**src/design/rp_defs.svh**
```systemverilog
////////////////////
// widths and constants shared by the analog
// front end and its system bus fabric
////////////////////
`ifndef RP_DEFS_SVH
`define RP_DEFS_SVH

// converter samples
`define RP_ADC_DW      14          // adc and dac code width

// system bus
`define RP_BUS_AW      32
`define RP_BUS_DW      32
`define RP_REGION_LSB  20          // region field, addr[22:20]
`define RP_REGION_MSB  22
`define RP_REGION_N    8

// housekeeping identification word
`define RP_HK_ID       32'h5250_0001

// pwm dac
`define RP_PWM_N       4           // channels
`define RP_PWM_W       8           // duty and counter width

`endif

```
**src/design/rp_pkg.sv**
```systemverilog
////////////////////
// sample types and bus encodings
////////////////////
`include "rp_defs.svh"

package rp_pkg;

  // two's complement sample, as seen inside the fabric
  typedef logic signed [`RP_ADC_DW-1:0] sample_t;
  typedef logic signed [`RP_ADC_DW:0]   sample_sum_t;  // one guard bit for the adder

  // address regions, only two carry a block
  typedef enum logic [`RP_REGION_MSB-`RP_REGION_LSB:0] {
    REGION_HK  = 3'd0,
    REGION_AMS = 3'd4
  } sys_region_e;

  // housekeeping word offsets
  typedef enum logic [`RP_REGION_LSB-1:0] {
    HK_ID           = 20'h0_0000,
    HK_DIGITAL_LOOP = 20'h0_0004,
    HK_LED          = 20'h0_0008
  } hk_reg_e;

  // analog register word offsets
  typedef enum logic [`RP_REGION_LSB-1:0] {
    AMS_DC_A = 20'h0_0000,
    AMS_DC_B = 20'h0_0004,
    AMS_FEED = 20'h0_0008,
    AMS_PWM0 = 20'h0_0020,
    AMS_PWM1 = 20'h0_0024,
    AMS_PWM2 = 20'h0_0028,
    AMS_PWM3 = 20'h0_002C
  } ams_reg_e;

endpackage

```
**src/design/sys_bus_decoder.sv**
```systemverilog
////////////////////
// system bus decoder, splits the address space
// into eight regions and returns the selected reply
////////////////////
`include "rp_defs.svh"

module sys_bus_decoder
  import rp_pkg::*;
(
  input  logic                                    adc_clk,
  input  logic                                    arst_n_i,
  input  logic [`RP_BUS_AW-1:0]                   sys_addr_i,
  input  logic                                    sys_wen_i,
  input  logic                                    sys_ren_i,
  output logic [`RP_REGION_N-1:0]                 region_wen_o,
  output logic [`RP_REGION_N-1:0]                 region_ren_o,
  input  logic [`RP_REGION_N-1:0][`RP_BUS_DW-1:0] region_rdata_i,
  input  logic [`RP_REGION_N-1:0]                 region_ack_i,
  input  logic [`RP_REGION_N-1:0]                 region_err_i,
  output logic [`RP_BUS_DW-1:0]                   sys_rdata_o,
  output logic                                    sys_ack_o,
  output logic                                    sys_err_o
);

  sys_region_e             region;   // addr[22:20]
  logic [`RP_REGION_N-1:0] sel;      // one-hot
  logic [`RP_REGION_N-1:0] mapped;   // regions with a block behind them
  logic [`RP_REGION_N-1:0] ack_all;  // block acks, unused ones filled in

  assign region = sys_region_e'(sys_addr_i[`RP_REGION_MSB:`RP_REGION_LSB]);
  assign sel    = {{(`RP_REGION_N-1){1'b0}}, 1'b1} << region;

  always_comb
  begin
    mapped             = '0;
    mapped[REGION_HK]  = 1'b1;
    mapped[REGION_AMS] = 1'b1;
  end

  // strobes go only to the addressed region
  assign region_wen_o = sel & {`RP_REGION_N{sys_wen_i}};
  assign region_ren_o = sel & {`RP_REGION_N{sys_ren_i}};

  ////////////////////
  // reply multiplexer
  ////////////////////

  // unused regions ack in the strobe cycle
  assign ack_all = (region_ack_i & mapped) | (~mapped & {`RP_REGION_N{sys_wen_i | sys_ren_i}});

  always_comb
  begin
    sys_rdata_o = '0;  // unused regions read zero
    for (int i = 0; i < `RP_REGION_N; i++)
    begin
      if (sel[i] && mapped[i])
        sys_rdata_o = region_rdata_i[i];
    end
  end

  assign sys_ack_o = |(sel & ack_all);
  assign sys_err_o = |(sel & mapped & region_err_i);

  // master side rules, wen and ren exclusive
  assert property (@(posedge adc_clk) disable iff (!arst_n_i)
    !(sys_wen_i && sys_ren_i))
    else $error("sys_bus_decoder: wen and ren high together");

  // a mapped block answers on the next cycle, address held by the master
  assert property (@(posedge adc_clk) disable iff (!arst_n_i)
    ((sys_wen_i || sys_ren_i) && |(sel & mapped)) |=> sys_ack_o)
    else $error("sys_bus_decoder: mapped region did not ack");

endmodule

```
**src/design/housekeeping_regs.sv**
```systemverilog
////////////////////
// housekeeping registers, id word,
// digital loopback switch and leds
////////////////////
`include "rp_defs.svh"

module housekeeping_regs
  import rp_pkg::*;
(
  input  logic                  adc_clk,
  input  logic                  arst_n_i,
  input  logic [`RP_BUS_AW-1:0] sys_addr_i,
  input  logic [`RP_BUS_DW-1:0] sys_wdata_i,
  input  logic                  sys_wen_i,
  input  logic                  sys_ren_i,
  output logic [`RP_BUS_DW-1:0] sys_rdata_o,
  output logic                  sys_ack_o,
  output logic                  sys_err_o,
  output logic                  digital_loop_o,
  output logic [8-1:0]          led_o
);

  hk_reg_e reg_ofs;  // word offset inside the region

  assign reg_ofs = hk_reg_e'(sys_addr_i[`RP_REGION_LSB-1:0]);

  // writable registers
  always_ff @(posedge adc_clk or negedge arst_n_i)
  begin
    if (!arst_n_i)
    begin
      digital_loop_o <= 1'b0;
      led_o          <= '0;
    end
    else if (sys_wen_i)
    begin
      case (reg_ofs)
        HK_DIGITAL_LOOP: digital_loop_o <= sys_wdata_i[0];
        HK_LED:          led_o          <= sys_wdata_i[7:0];
        default:         ;  // id is read only
      endcase
    end
  end

  // read data, held until the next read
  always_ff @(posedge adc_clk)
  begin
    if (sys_ren_i)
    begin
      case (reg_ofs)
        HK_ID:           sys_rdata_o <= `RP_HK_ID;
        HK_DIGITAL_LOOP: sys_rdata_o <= {{(`RP_BUS_DW-1){1'b0}}, digital_loop_o};
        HK_LED:          sys_rdata_o <= {{(`RP_BUS_DW-8){1'b0}}, led_o};
        default:         sys_rdata_o <= '0;
      endcase
    end
  end

  // one cycle ack
  always_ff @(posedge adc_clk or negedge arst_n_i)
  begin
    if (!arst_n_i)
      sys_ack_o <= 1'b0;
    else
      sys_ack_o <= sys_wen_i | sys_ren_i;
  end

  assign sys_err_o = 1'b0;  // no error source here

  // no ack without a strobe on the cycle before
  assert property (@(posedge adc_clk) disable iff (!arst_n_i)
    sys_ack_o |-> $past(sys_wen_i || sys_ren_i))
    else $error("housekeeping_regs: ack without strobe");

endmodule

```
**src/design/ams_regs.sv**
```systemverilog
////////////////////
// analog register block, dc levels,
// feedthrough enables and pwm duties
////////////////////
`include "rp_defs.svh"

module ams_regs
  import rp_pkg::*;
(
  input  logic                                adc_clk,
  input  logic                                arst_n_i,
  input  logic [`RP_BUS_AW-1:0]               sys_addr_i,
  input  logic [`RP_BUS_DW-1:0]               sys_wdata_i,
  input  logic                                sys_wen_i,
  input  logic                                sys_ren_i,
  output logic [`RP_BUS_DW-1:0]               sys_rdata_o,
  output logic                                sys_ack_o,
  output logic                                sys_err_o,
  output sample_t                             dc_a_o,
  output sample_t                             dc_b_o,
  output logic [2-1:0]                        feed_en_o,
  output logic [`RP_PWM_N-1:0][`RP_PWM_W-1:0] pwm_duty_o
);

  ams_reg_e reg_ofs;

  assign reg_ofs = ams_reg_e'(sys_addr_i[`RP_REGION_LSB-1:0]);

  ////////////////////
  // write side
  ////////////////////

  always_ff @(posedge adc_clk or negedge arst_n_i)
  begin
    if (!arst_n_i)
    begin
      dc_a_o     <= '0;
      dc_b_o     <= '0;
      feed_en_o  <= '0;   // both channels dc only
      pwm_duty_o <= '0;
    end
    else if (sys_wen_i)
    begin
      case (reg_ofs)
        AMS_DC_A: dc_a_o        <= sys_wdata_i[`RP_ADC_DW-1:0];  // low 14 bits
        AMS_DC_B: dc_b_o        <= sys_wdata_i[`RP_ADC_DW-1:0];
        AMS_FEED: feed_en_o     <= sys_wdata_i[1:0];  // bit 0 ch a, bit 1 ch b
        AMS_PWM0: pwm_duty_o[0] <= sys_wdata_i[`RP_PWM_W-1:0];
        AMS_PWM1: pwm_duty_o[1] <= sys_wdata_i[`RP_PWM_W-1:0];
        AMS_PWM2: pwm_duty_o[2] <= sys_wdata_i[`RP_PWM_W-1:0];
        AMS_PWM3: pwm_duty_o[3] <= sys_wdata_i[`RP_PWM_W-1:0];
        default:  ;
      endcase
    end
  end

  ////////////////////
  // read side
  ////////////////////

  always_ff @(posedge adc_clk)
  begin
    if (sys_ren_i)
    begin
      case (reg_ofs)
        // dc levels come back sign extended
        AMS_DC_A: sys_rdata_o <= {{(`RP_BUS_DW-`RP_ADC_DW){dc_a_o[`RP_ADC_DW-1]}}, dc_a_o};
        AMS_DC_B: sys_rdata_o <= {{(`RP_BUS_DW-`RP_ADC_DW){dc_b_o[`RP_ADC_DW-1]}}, dc_b_o};
        AMS_FEED: sys_rdata_o <= {{(`RP_BUS_DW-2){1'b0}}, feed_en_o};
        AMS_PWM0: sys_rdata_o <= {{(`RP_BUS_DW-`RP_PWM_W){1'b0}}, pwm_duty_o[0]};
        AMS_PWM1: sys_rdata_o <= {{(`RP_BUS_DW-`RP_PWM_W){1'b0}}, pwm_duty_o[1]};
        AMS_PWM2: sys_rdata_o <= {{(`RP_BUS_DW-`RP_PWM_W){1'b0}}, pwm_duty_o[2]};
        AMS_PWM3: sys_rdata_o <= {{(`RP_BUS_DW-`RP_PWM_W){1'b0}}, pwm_duty_o[3]};
        default:  sys_rdata_o <= '0;  // hole in the map
      endcase
    end
  end

  always_ff @(posedge adc_clk or negedge arst_n_i)
  begin
    if (!arst_n_i)
      sys_ack_o <= 1'b0;
    else
      sys_ack_o <= sys_wen_i | sys_ren_i;  // ack one cycle after strobe
  end

  assign sys_err_o = 1'b0;

endmodule

```
**src/design/analog_io.sv**
```systemverilog
////////////////////
// adc and dac datapath that converts codes
// and sums, saturates and loops back samples
////////////////////
`include "rp_defs.svh"

module analog_io
  import rp_pkg::*;
(
  input  logic                  adc_clk,
  input  logic                  arst_n_i,
  input  logic [`RP_ADC_DW-1:0] adc_dat_a_i,
  input  logic [`RP_ADC_DW-1:0] adc_dat_b_i,
  input  logic                  digital_loop_i,
  input  sample_t               dc_a_i,
  input  sample_t               dc_b_i,
  input  logic [2-1:0]          feed_en_i,
  output logic [`RP_ADC_DW-1:0] dac_a_o,
  output logic [`RP_ADC_DW-1:0] dac_b_o
);

  // same bit rule converts in both directions
  function automatic logic [`RP_ADC_DW-1:0] flip_code(input logic [`RP_ADC_DW-1:0] code);
    return {code[`RP_ADC_DW-1], ~code[`RP_ADC_DW-2:0]};
  endfunction

  logic [`RP_ADC_DW-1:0] adc_raw  [2];  // raw codes after the input register
  logic [`RP_ADC_DW-1:0] dac_code [2];  // raw codes in the output register
  sample_t               adc_smp  [2];  // adc or loopback sample
  sample_t               dc_lvl   [2];
  sample_t               fb       [2];  // feedthrough term
  sample_sum_t           sum      [2];
  sample_t               sat      [2];

  assign dc_lvl[0] = dc_a_i;
  assign dc_lvl[1] = dc_b_i;

  // input register
  always_ff @(posedge adc_clk)
  begin
    adc_raw[0] <= adc_dat_a_i;
    adc_raw[1] <= adc_dat_b_i;
  end

  for (genvar ch = 0; ch < 2; ch++)
  begin : g_ch
    // loopback takes the registered dac word
    assign adc_smp[ch] = digital_loop_i ? flip_code(dac_code[ch]) : flip_code(adc_raw[ch]);

    assign fb[ch]  = feed_en_i[ch] ? adc_smp[ch] : '0;
    assign sum[ch] = sample_sum_t'(dc_lvl[ch]) + sample_sum_t'(fb[ch]);  // sign extended

    // clamp when the two top bits disagree
    assign sat[ch] = (sum[ch][`RP_ADC_DW] ^ sum[ch][`RP_ADC_DW-1])
                   ? {sum[ch][`RP_ADC_DW], {(`RP_ADC_DW-1){~sum[ch][`RP_ADC_DW]}}}
                   : sum[ch][`RP_ADC_DW-1:0];

    // out of range sums end up on a full-scale output code
    assert property (@(posedge adc_clk) disable iff (!arst_n_i)
      ((sum[ch] > sample_sum_t'((2 ** (`RP_ADC_DW - 1)) - 1))
        || (sum[ch] < sample_sum_t'(-(2 ** (`RP_ADC_DW - 1)))))
      |=> (dac_code[ch] == {`RP_ADC_DW{$past(sum[ch][`RP_ADC_DW])}}))
      else $error("analog_io: ch %0d saturation miss", ch);
  end

  ////////////////////
  // dac output register
  ////////////////////

  always_ff @(posedge adc_clk or negedge arst_n_i)
  begin
    if (!arst_n_i)
    begin
      dac_code[0] <= {1'b0, {(`RP_ADC_DW-1){1'b1}}};  // code of sample zero
      dac_code[1] <= {1'b0, {(`RP_ADC_DW-1){1'b1}}};
    end
    else
    begin
      dac_code[0] <= flip_code(sat[0]);
      dac_code[1] <= flip_code(sat[1]);
    end
  end

  assign dac_a_o = dac_code[0];
  assign dac_b_o = dac_code[1];

endmodule

```
**src/design/pwm_dac.sv**
```systemverilog
////////////////////
// four channel pwm dac on one shared counter
////////////////////
`include "rp_defs.svh"

module pwm_dac
  import rp_pkg::*;
(
  input  logic                                adc_clk,
  input  logic                                arst_n_i,
  input  logic [`RP_PWM_N-1:0][`RP_PWM_W-1:0] duty_i,
  output logic [`RP_PWM_N-1:0]                pwm_o
);

  logic [`RP_PWM_W-1:0] cnt;  // free running over 256 cycles

  always_ff @(posedge adc_clk or negedge arst_n_i)
  begin
    if (!arst_n_i)
      cnt <= '0;
    else
      cnt <= cnt + 1'b1;  // wraps
  end

  // registered compare per channel
  always_ff @(posedge adc_clk or negedge arst_n_i)
  begin
    if (!arst_n_i)
      pwm_o <= '0;
    else
    begin
      for (int i = 0; i < `RP_PWM_N; i++)
      begin
        pwm_o[i] <= (cnt < duty_i[i]);  // high for duty counts
      end
    end
  end

  for (genvar i = 0; i < `RP_PWM_N; i++)
  begin : g_chk
    // zero duty never produces a pulse
    assert property (@(posedge adc_clk) disable iff (!arst_n_i)
      (duty_i[i] == '0) |=> !pwm_o[i])
      else $error("pwm_dac: ch %0d high at zero duty", i);
  end

endmodule

```
**src/design/rp_top.sv**
```systemverilog
////////////////////
// top level, bus decoder, register blocks,
// analog datapath and pwm outputs
////////////////////
`include "rp_defs.svh"

module rp_top (
  input  logic                  adc_clk,
  input  logic                  arst_n_i,
  // system bus
  input  logic [`RP_BUS_AW-1:0] sys_addr_i,
  input  logic [`RP_BUS_DW-1:0] sys_wdata_i,
  input  logic                  sys_wen_i,
  input  logic                  sys_ren_i,
  output logic [`RP_BUS_DW-1:0] sys_rdata_o,
  output logic                  sys_ack_o,
  output logic                  sys_err_o,
  // converters
  input  logic [`RP_ADC_DW-1:0] adc_dat_a_i,
  input  logic [`RP_ADC_DW-1:0] adc_dat_b_i,
  output logic [`RP_ADC_DW-1:0] dac_a_o,
  output logic [`RP_ADC_DW-1:0] dac_b_o,
  output logic [`RP_PWM_N-1:0]  pwm_o,
  output logic [8-1:0]          led_o
);

  logic [`RP_REGION_N-1:0]             region_wen;
  logic [`RP_REGION_N-1:0]             region_ren;
  logic [`RP_BUS_DW-1:0]               hk_rdata;
  logic [`RP_BUS_DW-1:0]               ams_rdata;
  logic                                hk_ack;
  logic                                ams_ack;
  logic                                hk_err;
  logic                                ams_err;
  logic                                digital_loop;
  logic signed [`RP_ADC_DW-1:0]        dc_a;
  logic signed [`RP_ADC_DW-1:0]        dc_b;
  logic [2-1:0]                        feed_en;
  logic [`RP_PWM_N-1:0][`RP_PWM_W-1:0] pwm_duty;

  ////////////////////
  // bus fabric
  ////////////////////

  // hk sits in region 0, ams in region 4, the rest is empty
  sys_bus_decoder u_dec (
    .adc_clk        (adc_clk),
    .arst_n_i       (arst_n_i),
    .sys_addr_i     (sys_addr_i),
    .sys_wen_i      (sys_wen_i),
    .sys_ren_i      (sys_ren_i),
    .region_wen_o   (region_wen),
    .region_ren_o   (region_ren),
    .region_rdata_i ({{(3*`RP_BUS_DW){1'b0}}, ams_rdata, {(3*`RP_BUS_DW){1'b0}}, hk_rdata}),
    .region_ack_i   ({3'b000, ams_ack, 3'b000, hk_ack}),
    .region_err_i   ({3'b000, ams_err, 3'b000, hk_err}),
    .sys_rdata_o    (sys_rdata_o),
    .sys_ack_o      (sys_ack_o),
    .sys_err_o      (sys_err_o)
  );

  housekeeping_regs u_hk (
    .adc_clk        (adc_clk),
    .arst_n_i       (arst_n_i),
    .sys_addr_i     (sys_addr_i),
    .sys_wdata_i    (sys_wdata_i),
    .sys_wen_i      (region_wen[0]),
    .sys_ren_i      (region_ren[0]),
    .sys_rdata_o    (hk_rdata),
    .sys_ack_o      (hk_ack),
    .sys_err_o      (hk_err),
    .digital_loop_o (digital_loop),
    .led_o          (led_o)
  );

  ams_regs u_ams (
    .adc_clk     (adc_clk),
    .arst_n_i    (arst_n_i),
    .sys_addr_i  (sys_addr_i),
    .sys_wdata_i (sys_wdata_i),
    .sys_wen_i   (region_wen[4]),
    .sys_ren_i   (region_ren[4]),
    .sys_rdata_o (ams_rdata),
    .sys_ack_o   (ams_ack),
    .sys_err_o   (ams_err),
    .dc_a_o      (dc_a),
    .dc_b_o      (dc_b),
    .feed_en_o   (feed_en),
    .pwm_duty_o  (pwm_duty)
  );

  ////////////////////
  // signal path
  ////////////////////

  analog_io u_aio (
    .adc_clk        (adc_clk),
    .arst_n_i       (arst_n_i),
    .adc_dat_a_i    (adc_dat_a_i),
    .adc_dat_b_i    (adc_dat_b_i),
    .digital_loop_i (digital_loop),
    .dc_a_i         (dc_a),
    .dc_b_i         (dc_b),
    .feed_en_i      (feed_en),
    .dac_a_o        (dac_a_o),
    .dac_b_o        (dac_b_o)
  );

  pwm_dac u_pwm (
    .adc_clk  (adc_clk),
    .arst_n_i (arst_n_i),
    .duty_i   (pwm_duty),
    .pwm_o    (pwm_o)
  );

endmodule

```
**config.mk**
```make
export PLATFORM = sky130hd
export DESIGN_NAME = rp_top
export DESIGN_NICKNAME = d
export VERILOG_FILES = /design/src/design/rp_pkg.sv /design/src/design/sys_bus_decoder.sv /design/src/design/housekeeping_regs.sv /design/src/design/ams_regs.sv /design/src/design/analog_io.sv /design/src/design/pwm_dac.sv /design/src/design/rp_top.sv
export VERILOG_INCLUDE_DIRS = /design/src /design/src/design
export SDC_FILE = /design/constraint.sdc
export NUM_CORES = 1
export LEC_CHECK = 0
export BUFFER_PORTS_ARGS = -buffer_cell sky130_fd_sc_hd__buf_2
export CAP_MARGIN = 20
export CORE_ASPECT_RATIO = 1.25
export CORE_UTILIZATION = 50
export DETAILED_ROUTE_END_ITERATION = 7
export HOLD_SLACK_MARGIN = 0.1
export PLACE_DENSITY = 0.72
export RECOVER_POWER = 50
export SLEW_MARGIN = 5
export SYNTH_ARGS = -nofsm -noshare
export SYNTH_HDL_FRONTEND = slang
export SYNTH_HIERARCHICAL = 1
export SYNTH_SLANG_ARGS = --single-unit
```
**constraint.sdc**
```tcl
create_clock -name adc_clk -period 8.55 [get_ports adc_clk]
set_input_delay 0.4275 -clock adc_clk [delete_from_list [all_inputs] [get_ports adc_clk]]
set_output_delay 0.4275 -clock adc_clk [all_outputs]
set_load 0.02 [all_outputs]
```
==> results of run 1 <==
stage by stage:
stage,power (uW),setup WS (ps),utilization (%),cells,cell area (sq um)
2_1_floorplan,877,5090,-,1006,10600
3_3_place_gp,912,4720,53.3,1338,11100
3_5_place_dp,914,4660,53.3,1338,11100
4_1_cts,1650,4640,57.3,1396,11900
5_1_grt,1690,2450,57.1,1396,11800
6_report,1640,3540,57.1,1397,11800
worst register-to-register path, stage by stage (launching register included):
cell,delay [ps]
dfrtp_2,340
buf_4,410
mux2i_1,290
and2_1,160
ha_1,300
a21oi_2,290
o211ai_1,140
a31o_1,250
o32ai_4,770
inv_2,280
maj3_2,360
mux2i_1,210
state kept, by name (all words and copies together) (netlist names):
signal               count
u_ams/dc_b_o            14
u_aio/adc_raw           28
u_pwm/cnt                8
u_ams/sys_ack_o          1
u_ams/pwm_duty_o        32
u_hk/digital_loop_o      1
u_aio/dac_b_o           14
u_pwm/pwm_o              4
u_hk/sys_rdata_o         9
u_ams/feed_en_o          2
u_hk/sys_ack_o           1
u_ams/dc_a_o            14
u_aio/dac_a_o           14
u_hk/led_o               8
u_ams/sys_rdata_o       14
layout make-up:
class	count	area, sq um	area share (%)
Multi-Input combinational cell	704	5670	47.9
Sequential cell	164	4110	34.7
Timing Repair Buffer	172	957	8.08
Clock buffer	20	447	3.77
Tap cell	274	343	2.89
Inverter	50	188	1.58
Clock inverter	12	124	1.05
Antenna cell	1	2.50	0.0211
report_power, final:
| group | switching (uW) | total [uW] | internal, uW |
|---|---|---|---|
| Combinational | 66.1 | 106 | 40.4 |
| Clock | 316 | 731 | 415 |
| Sequential | 2.88 | 801 | 798 |
cells in the final DEF, fill, tap and decap left out, types with 6 or more instances in the layout:
cell           instances
o21ai_0               22
buf_2                107
edfxtp_1              23
ha_1                  57
o32ai_1                9
nand3_1               13
a21oi_1               45
nor2_2                31
clkbuf_16             17
or2_2                  6
nand4_1                6
conb_1                21
nor4_1                 6
nand2b_1               9
nand2_1               33
a21o_1                11
o32ai_2                7
inv_1                 49
nor2b_1                6
dfxtp_1               28
o211ai_1               8
dfstp_2               26
xnor2_1               11
dlygate4sd3_1         26
nor3_1                 8
and2_1                36
nor2_1                80
o21ai_1                6
clkbuf_1              37
mux2_2                54
and3_1                 7
a211oi_1               9
dfrtp_1               86
mux2i_1               77
mux2_4                28
xor2_1                13
worst max path at each step:
| stage | slack, ps | to | start | cells past startpoint |
|---|---|---|---|---|
| 5_1_grt | 2450 | u_ams/pwm_duty_o[2] | arst_n_i | 2 |
| 6_report | 3540 | u_pwm/cnt[1] | arst_n_i | 2 |
| 4_1_cts | 4640 | u_aio/dac_a_o[9] | u_hk/digital_loop_o | 11 |
| 2_1_floorplan | 5090 | u_aio/dac_b_o[10] | u_hk/digital_loop_o | 14 |
| 3_3_place_gp | 4720 | u_aio/dac_a_o[9] | u_hk/digital_loop_o | 11 |
| 3_5_place_dp | 4660 | u_aio/dac_a_o[9] | u_hk/digital_loop_o | 11 |
repair_timing:
item,in CTS,in global routing
hold endpoints to repair,26,0
hold buffers,26,0
gates resized for setup,0,0
metal layers:
layer  up-vias  GRT usage, %  part of all wire (%)
met5         -             0                 0.053
met4         2          9.30                   2.3
met3        35          4.23                   5.3
met2       248          38.8                    49
met1      3649          28.0                    43
li1       3734             -                     -
==> results.sh, run 1 <==
export IMPL_status="complete, but fails checks"
export IMPL_failed_checks="max-capacitance violations, max-slew violations"
export IMPL_routed_via_count=7668
export IMPL_yosys_warnings=6
export IMPL_total_number_of_clock_tree_sinks=164
export IMPL_slowest_stage="clkbuf_1"
export IMPL_grt_antenna_before_repair=2
export IMPL_max_stage_delay_ps=2750
export IMPL_cp_end_kind="async pin"
export IMPL_detail_placement_hpwl_um=17800
export IMPL_startpoint_type_of_the_worst_setup_path="input port"
export IMPL_ff2ff_setup_slack_ps=4650
export IMPL_tritoncts="yes"
export IMPL_finalClockSkew_ps=9.58
export IMPL_clk_root_buffer_cell="clkbuf_16"
export IMPL_vias_per_cell=5.49
export IMPL_power_density_cell_area_nw_per_um2=138
export IMPL_timing_max_slew_rel_slack_pct=-166
export IMPL_arr_time_crit_path_ps=5060
export IMPL_min_delay_worst_endpoint="u_aio/adc_raw[0][15]"
export IMPL_worst_path_dominant_cell_family="buffers and inverters"
export IMPL_cts_clk_slew_worst_paths_ps=60
export IMPL_worst_hold_startpoint="adc_dat_b_i[1]"
export IMPL_drt_iter0_markers=375
export IMPL_timing_setup_critical_path_class="in -> async"
export IMPL_critical_path_n_buffers_inverters=2
export IMPL_syn_cell_area_sq_um=10500
export IMPL_worstReg2RegStart="u_hk/digital_loop_o"
export IMPL_ioPinCount=170
export IMPL_htree_levels=4
export IMPL_fp_row_count=59
export IMPL_gr_total_overflow=0
export IMPL_final_net_count=1264
export IMPL_finalWeightedCongestion=0.885
export IMPL_timing_final_setup_violations=0
export IMPL_cp_max_fo=72
export IMPL_critical_path_reg2reg_endpoint="u_aio/dac_a_o[9]"
export IMPL_maxCapViolations=2
export IMPL_worst_slew_pin_slew_ps=4000
export IMPL_final_layout_worst_hold_slack_ps=117
export IMPL_floorplan_initialDensity_pct=50.8
export IMPL_area_of_the_core_sq_um=20700
export IMPL_die_x_um=132
export IMPL_drt_wirelength_per_cell_um=17.5
export IMPL_floorplan_die_area_sq_um=21600
export IMPL_vias_in_the_first_global_route=7183
export IMPL_clockBufferDepth=2
export IMPL_final_layout_size_suffix_gt1_share_pct=29.0
export IMPL_tritoncts_num_buffers=17
export IMPL_cts_setup_buffers=0
export IMPL_layout_worst_path_cycle_share_pct=58.6
export IMPL_drt_pass1_iter_count=5
export IMPL_postSynthCellCount=987
export IMPL_route_detailed_drc=0
export IMPL_grt_first_pass_wirelength_um=37700
export IMPL_timing_fmax_mhz=199
export IMPL_drv_slew=116
export IMPL_tns_ps=0
export IMPL_period_minus_slack_ps=5010
export IMPL_input_output_buffers=141
export IMPL_synth_area_per_cell_sq_um=10.7
export IMPL_final_hold_viol_count=0
export IMPL_finalWirelength_um=24400
export IMPL_clk_latency_ps=420
export IMPL_total_global_route_track_usage_pct=22.6
export IMPL_critical_path_cell_chain="clkbuf_1, clkbuf_1"
export IMPL_timing_hold_worst_path_depth=1
export IMPL_unrepaired_setup_endpoints_after_global_routing="no"
export IMPL_rr_worst_depth=11
export IMPL_worst_ir_drop_vdd_mv=0.119
export IMPL_worstPathRequired_ps=8590
export IMPL_die_outline_height_um=164
export IMPL_syn_to_final_growth_pct=12.5
export IMPL_timing_hold_worst_class="in -> reg"
export IMPL_cellLeakagePower_uw=0.00533
export IMPL_fillerInstances=1788
export IMPL_grt_start_max_net_pins=73
export IMPL_antenna_violating_nets_post_route=0
export IMPL_critical_path_most_common_cell="clkbuf_1"
(Power assumes the default switching activity.)
==> inputs of run 2 (changes only) <==
--- a/config.mk
+++ b/config.mk
@@ -6,6 +6,7 @@
 export SDC_FILE = /design/constraint.sdc
 export NUM_CORES = 1
 export LEC_CHECK = 0
+export ABC_AREA = 1
 export BUFFER_PORTS_ARGS = -buffer_cell sky130_fd_sc_hd__buf_2
 export CAP_MARGIN = 20
 export CORE_ASPECT_RATIO = 1.25
==> constraint.sdc (replaced) <==
create_clock -name adc_clk -period 5 [get_ports adc_clk]
set_input_delay 0.25 -clock adc_clk [delete_from_list [all_inputs] [get_ports adc_clk]]
set_output_delay 0.25 -clock adc_clk [all_outputs]
set_load 0.02 [all_outputs]
==> results.sh, run 2 <==
export IMPL_postSynthCellCount=1338
export IMPL_drv_slew=115
export IMPL_tns_ps=0
export IMPL_timing_max_slew_rel_slack_pct=-73.6
export IMPL_critPathLaunch="sys_addr_i[20]"
export IMPL_timing_final_ws_setup_ps=1350
export IMPL_place_ws_ps=2350
export IMPL_die_outline_height_um=163
export IMPL_maxCapViolations=2
export IMPL_grt_start_max_net_pins=71
export IMPL_finalWirelength_um=26100
export IMPL_clockBufferDepth=2
export IMPL_grt_first_pass_wirelength_um=41100
export IMPL_clk_root_buffer_cell="clkbuf_16"
export IMPL_floorplan_initialDensity_pct=51.1
export IMPL_total_global_route_track_usage_pct=25.2
export IMPL_synth_area_per_cell_sq_um=7.71
export IMPL_failed_checks="max-capacitance violations, max-slew violations"
export IMPL_period_minus_slack_ps=3650
export IMPL_final_layout_size_suffix_gt1_share_pct=15.7
export IMPL_largest_register_ff_count=32
export IMPL_yosys_warnings=6
export IMPL_drt_pass1_iter_count=5
export IMPL_worstReg2RegStart="u_ams/feed_en_o[1]"
export IMPL_vias_in_the_first_global_route=8195
export IMPL_fp_row_count=58
export IMPL_clk_latency_ps=430
export IMPL_timing_fmax_mhz=274
export IMPL_area_of_the_core_sq_um=20200
export IMPL_timing_hold_worst_class="in -> reg"
export IMPL_final_net_count=1623
export IMPL_layout_top_registers="u_ams/pwm_duty_o (32), u_aio/adc_raw (28)"
export IMPL_tritoncts_num_buffers=17
export IMPL_startpoint_type_of_the_worst_setup_path="input port"
export IMPL_insertedDiodeCount=0
export IMPL_tritoncts="yes"
export IMPL_worst_ir_drop_vdd_mv=0.224
export IMPL_routed_via_count=9073
export IMPL_cts_setup_buffers=0
export IMPL_cp_end_kind="flop"
export IMPL_postCtsResizedCells=0
export IMPL_floorplan_die_area_sq_um=21200
export IMPL_most_frequent_standard_cell_in_the_layout_excluding_fill_and_tap_cells="nand2_1"
export IMPL_drt_iter0_markers=628
export IMPL_status="complete, but fails checks"
export IMPL_finalWeightedCongestion=0.893
export IMPL_total_number_of_clock_tree_sinks=164
export IMPL_layout_worst_path_cycle_share_pct=72.9
export IMPL_unrepaired_setup_endpoints_after_global_routing="no"
export IMPL_utilization_pct=57.9
export IMPL_grt_antenna_before_repair=0
export IMPL_hold_buffers=35
export IMPL_htree_levels=4
export IMPL_mostFrequentLayoutCells="394 x nand2_1, 136 x inv_1, 129 x nand3_1"
export IMPL_largest_register="u_ams/pwm_duty_o"
export IMPL_finalClockSkew_ps=7.98
export IMPL_arr_time_crit_path_ps=4000
export IMPL_timing_setup_critical_path_class="in -> reg"
export IMPL_die_x_um=130
export IMPL_worst_hold_startpoint="sys_wdata_i[7]"
export IMPL_cp_max_fo=70
export IMPL_global_route_usage_met1_pct=32.7
export IMPL_cellLeakagePower_uw=0.00589
export IMPL_ioPinCount=170
export IMPL_slowest_stage="clkbuf_1"
export IMPL_final_hold_viol_count=0
export IMPL_syn_to_final_growth_pct=13.2
export IMPL_worstPathRequired_ps=5350
export IMPL_gr_total_overflow=0
export IMPL_grt_use_met3_pct=3.48
export IMPL_detail_placement_hpwl_um=18800
export IMPL_worst_slew_pin_slew_ps=2600
export IMPL_input_output_buffers=141
export IMPL_cts_clk_slew_worst_paths_ps=60
export IMPL_grt_busiest_layer="met2"
export IMPL_critical_path_cell_chain="clkbuf_1, nor2_4, clkbuf_1, nand2_1, nor2_2, buf_4, inv_1, nor2_4, nand2_1, o21ai_1"
export IMPL_max_stage_delay_ps=1850
export IMPL_syn_cell_area_sq_um=10300
export IMPL_grt_met2_usage_pct=41.7
export IMPL_timing_final_setup_violations=0
export IMPL_drt_wirelength_per_cell_um=14.9
export IMPL_vias_per_cell=5.18
export IMPL_power_density_cell_area_nw_per_um2=246
export IMPL_antenna_violating_nets_post_route=0
export IMPL_route_detailed_drc=0
-- run 2: layout make-up --
cell class / instances / area (sq um)
clock buffer: 19 / 443
clock inverter: 13 / 150
fill: 1908 / 8490
inverter: 142 / 534
multi-input combinational: 960 / 5070
sequential: 164 / 4110
tap: 270 / 338
timing repair buffer: 183 / 1040
-- run 2: critical path: cells and delay by family --
kind / cells / cell delay (ps)
and+or+nand+nor: 5 / 1140
buffers and inverters: 4 / 2470
AOI/OAI and AO/OA: 1 / 110
-- run 2: path summary, 6_finish.rpt --
check                               endpoint  slack [ps]  cells past startpoint
max in group asynchronous   u_ams/dc_a_o[11]        3350                      3
min                          u_ams/dc_b_o[7]         120                      3
min reg2reg                 u_ams/dc_a_o[13]         510                      2
min in group asynchronous     u_pwm/pwm_o[2]         430                      2
max                         u_ams/dc_b_o[11]        1350                     10
max reg2reg                u_aio/dac_b_o[12]        2310                     13
-- run 2: metrics by stage --
step	total power (uW)	instances	instance area, sq um	hold WS, ps
5_1_grt	2970	1751	11700	120
3_5_place_dp	1560	1684	10900	354
3_3_place_gp	1560	1684	10900	352
6_report	2880	1751	11700	124
2_1_floorplan	1490	1357	10400	-45.6
4_1_cts	2900	1751	11800	107
-- run 2: layer usage --
metal / vias to the layer above / part of all wire (%) / wire, um
li1: 4529 / - / -
met1: 4166 / 43 / 11200
met2: 325 / 48 / 12500
met3: 53 / 6.1 / 1580
met4: 0 / 3.0 / 788
met5: - / 0 / 0
-- run 2: where the power goes --
group / switching (uW) / internal (uW) / total [uW]
Combinational: 120 / 64.0 / 184
Clock: 565 / 756 / 1320
Sequential: 6.07 / 1360 / 1370
Total: 691 / 2190 / 2880
==> inputs of run 3 (changes only) <==
--- a/config.mk
+++ b/config.mk
@@ -13,7 +13,7 @@
 export CORE_UTILIZATION = 50
 export DETAILED_ROUTE_END_ITERATION = 7
 export HOLD_SLACK_MARGIN = 0.1
-export PLACE_DENSITY = 0.72
+export PLACE_DENSITY = 0.75
 export RECOVER_POWER = 50
 export SLEW_MARGIN = 5
 export SYNTH_ARGS = -nofsm -noshare
==> constraint.sdc (replaced) <==
create_clock -name adc_clk -period 3.05 [get_ports adc_clk]
set_input_delay 0.1525 -clock adc_clk [delete_from_list [all_inputs] [get_ports adc_clk]]
set_output_delay 0.1525 -clock adc_clk [all_outputs]
set_load 0.02 [all_outputs]
==> results.sh, run 3 (synthesis gave the netlist of run 2 again) <==
export IMPL_route_detailed_drc=0
export IMPL_worstPathRequired_ps=3410
export IMPL_vias_in_the_first_global_route=8690
export IMPL_cts_clk_slew_worst_paths_ps=70
export IMPL_mostFrequentLayoutCells="393 x nand2_1, 136 x inv_1, 129 x buf_2"
export IMPL_critical_path_n_buffers_inverters=2
export IMPL_input_output_buffers=141
export IMPL_slowest_stage="dfrtp_1"
export IMPL_power_density_cell_area_nw_per_um2=391
export IMPL_antenna_violating_nets_post_route=0
export IMPL_final_hold_viol_count=0
export IMPL_final_net_count=1635
export IMPL_grt_start_max_net_pins=114
export IMPL_worst_ir_drop_vdd_mv=0.364
export IMPL_gr_total_overflow=0
export IMPL_tritoncts_num_buffers=17
export IMPL_most_frequent_standard_cell_in_the_layout_excluding_fill_and_tap_cells="nand2_1"
export IMPL_routed_via_count=9139
export IMPL_area_of_the_core_sq_um=20200
export IMPL_grt_antenna_before_repair=0
export IMPL_timing_setup_critical_path_class="reg -> reg"
export IMPL_critical_path_most_common_cell="nand2_2"
export IMPL_timing_max_slew_rel_slack_pct=-7.87
export IMPL_placed_cells_incl_taps=1688
export IMPL_startpoint_type_of_the_worst_setup_path="flop"
export IMPL_placed_area_sq_um=10900
export IMPL_worstReg2RegStart="u_ams/feed_en_o[0]"
export IMPL_timing_hold_worst_class="in -> reg"
export IMPL_drt_wirelength_per_cell_um=14.7
export IMPL_syn_to_final_growth_pct=14.9
export IMPL_power_share_combinational_pct=6.7
export IMPL_maxCapViolations=2
export IMPL_drt_pass1_iter_count=6
export IMPL_total_switching_power_uw=1140
export IMPL_vias_per_cell=5.18
export IMPL_timing_hold_worst_path_depth=4
export IMPL_tns_ps=0
export IMPL_die_x_um=130
export IMPL_fillerInstances=1811
export IMPL_floorplan_die_area_sq_um=21200
export IMPL_cts_setup_buffers=0
export IMPL_critical_path_reg2reg_endpoint="u_aio/dac_a_o[9]"
export IMPL_stdcell_area_sq_um=11900
export IMPL_worst_path_dominant_cell_family="simple AND/OR/NAND/NOR gates"
export IMPL_critical_path_cell_chain="nand2_1, a21oi_1, ha_1, inv_1, fa_1, inv_1, nand2_1, nand3_1, nand2_2, nand2_2, nand2_2, nand2_2, nand2_4, a21oi_1"
export IMPL_largest_register_ff_count=32
export IMPL_final_layout_size_suffix_gt1_share_pct=18.8
export IMPL_total_power_uw=4640
export IMPL_total_global_route_track_usage_pct=25.4
export IMPL_rr_worst_depth=14
export IMPL_status="complete, but fails checks"
export IMPL_area_sequential_sq_um=4110
export IMPL_ff2ff_setup_slack_ps=340
export IMPL_arr_time_crit_path_ps=3070
export IMPL_period_minus_slack_ps=2710
export IMPL_clockBufferDepth=2
export IMPL_finalWeightedCongestion=0.919
export IMPL_finalClockSkew_ps=9.18
export IMPL_clk_latency_ps=440
export IMPL_seq_power_share_pct=48.5
export IMPL_timing_final_setup_violations=0
export IMPL_multi_input_area_sq_um=5080
export IMPL_final_layout_worst_hold_slack_ps=194
export IMPL_tritoncts="yes"
export IMPL_max_stage_delay_ps=720
export IMPL_largest_register="u_ams/pwm_duty_o"
export IMPL_insertedDiodeCount=0
export IMPL_timing_fmax_mhz=369
export IMPL_unrepaired_setup_endpoints_after_global_routing="no"
export IMPL_failed_checks="max-capacitance violations, max-slew violations"
export IMPL_cellLeakagePower_uw=0.00605
export IMPL_drt_iter0_markers=514
export IMPL_clk_root_buffer_cell="clkbuf_16"
export IMPL_swShare_pct=24.7
export IMPL_pwr_share_clk_pct=44.8
export IMPL_ioPinCount=170
export IMPL_total_number_of_clock_tree_sinks=164
export IMPL_worst_slew_pin_slew_ps=1620
export IMPL_finalWirelength_um=25900
export IMPL_floorplan_initialDensity_pct=51.1
export IMPL_layout_top_registers="u_ams/pwm_duty_o (32), u_aio/adc_raw (28)"
export IMPL_die_outline_height_um=163
export IMPL_htree_levels=4
export IMPL_detail_placement_hpwl_um=18700
export IMPL_layout_worst_path_cycle_share_pct=88.9
export IMPL_finish_cell_count_without_fillers=1763
export IMPL_drv_slew=150
export IMPL_power_internal_uw=3490
export IMPL_min_delay_worst_endpoint="u_ams/sys_ack_o"
export IMPL_worst_hold_startpoint="sys_wen_i"
export IMPL_cp_max_fo=16
export IMPL_fp_row_count=58
export IMPL_grt_first_pass_wirelength_um=41700
export IMPL_cp_end_kind="flop"
-- run 3: layout make-up --
| cell class | instances | area share (%) |
|---|---|---|
| Tap cell | 270 | 2.85 |
| Clock buffer | 17 | 3.59 |
| Clock inverter | 15 | 1.26 |
| Multi-Input combinational cell | 960 | 42.9 |
| Sequential cell | 164 | 34.7 |
| Inverter | 142 | 4.53 |
| Timing Repair Buffer | 195 | 10.2 |
-- run 3: worst max path at each step --
stage	from	endpoint	slack (ps)	depth (start not counted)
after floorplan	u_hk/digital_loop_o	u_aio/dac_a_o[10]	570	17
after global placement	u_hk/digital_loop_o	u_aio/dac_b_o[0]	340	15
after detailed placement	u_hk/digital_loop_o	u_aio/dac_b_o[0]	270	13
after CTS	u_hk/digital_loop_o	u_aio/dac_b_o[0]	260	13
after global routing	u_ams/feed_en_o[0]	u_aio/dac_a_o[10]	50	15
final	u_ams/feed_en_o[0]	u_aio/dac_a_o[9]	340	14
-- run 3: worst register-to-register path, delay by kind of cell (launching register included) --
| kind | cells | cell delay [ps] |
|---|---|---|
| and+or+nand+nor | 8 | 880 |
| DFF | 1 | 720 |
| adders and majority gates | 2 | 580 |
| AOI/OAI and AO/OA | 2 | 310 |
| buffers and inverters | 2 | 140 |
-- run 3: stage by stage --
| step | setup slack [ps] | util [%] |
|---|---|---|
| after CTS | 258 | 59.2 |
| after floorplan | 567 | - |
| after global placement | 337 | 54.2 |
| after detailed placement | 273 | 54.2 |
| final | 338 | 58.8 |
| after global routing | 51.8 | 58.8 |
-- run 3: per-layer routing --
layer / global-route usage (%) / vias up / part of all wire (%)
met5: 0 / - / 0
met4: 11.2 / 0 / 2.9
met3: 3.84 / 56 / 6.7
met2: 43.1 / 339 / 48
met1: 31.7 / 4188 / 43
li1: - / 4556 / -
-- run 3: repair_timing --
action / in CTS / in global routing
setup endpoints to repair: 0 / 11
hold endpoints to repair: 152 / 0
hold buffers: 43 / 0
gates resized for setup: 0 / 2
-- run 3: power by group through the flow --
stage | Sequential [uW] | Clock, uW | Combinational [uW]
2_1_floorplan | 2290 | 0 | 163
3_3_place_gp | 2290 | 0 | 269
3_5_place_dp | 2290 | 0 | 272
4_1_cts | 2250 | 2120 | 315
5_1_grt | 2250 | 2200 | 344
6_report | 2250 | 2080 | 310
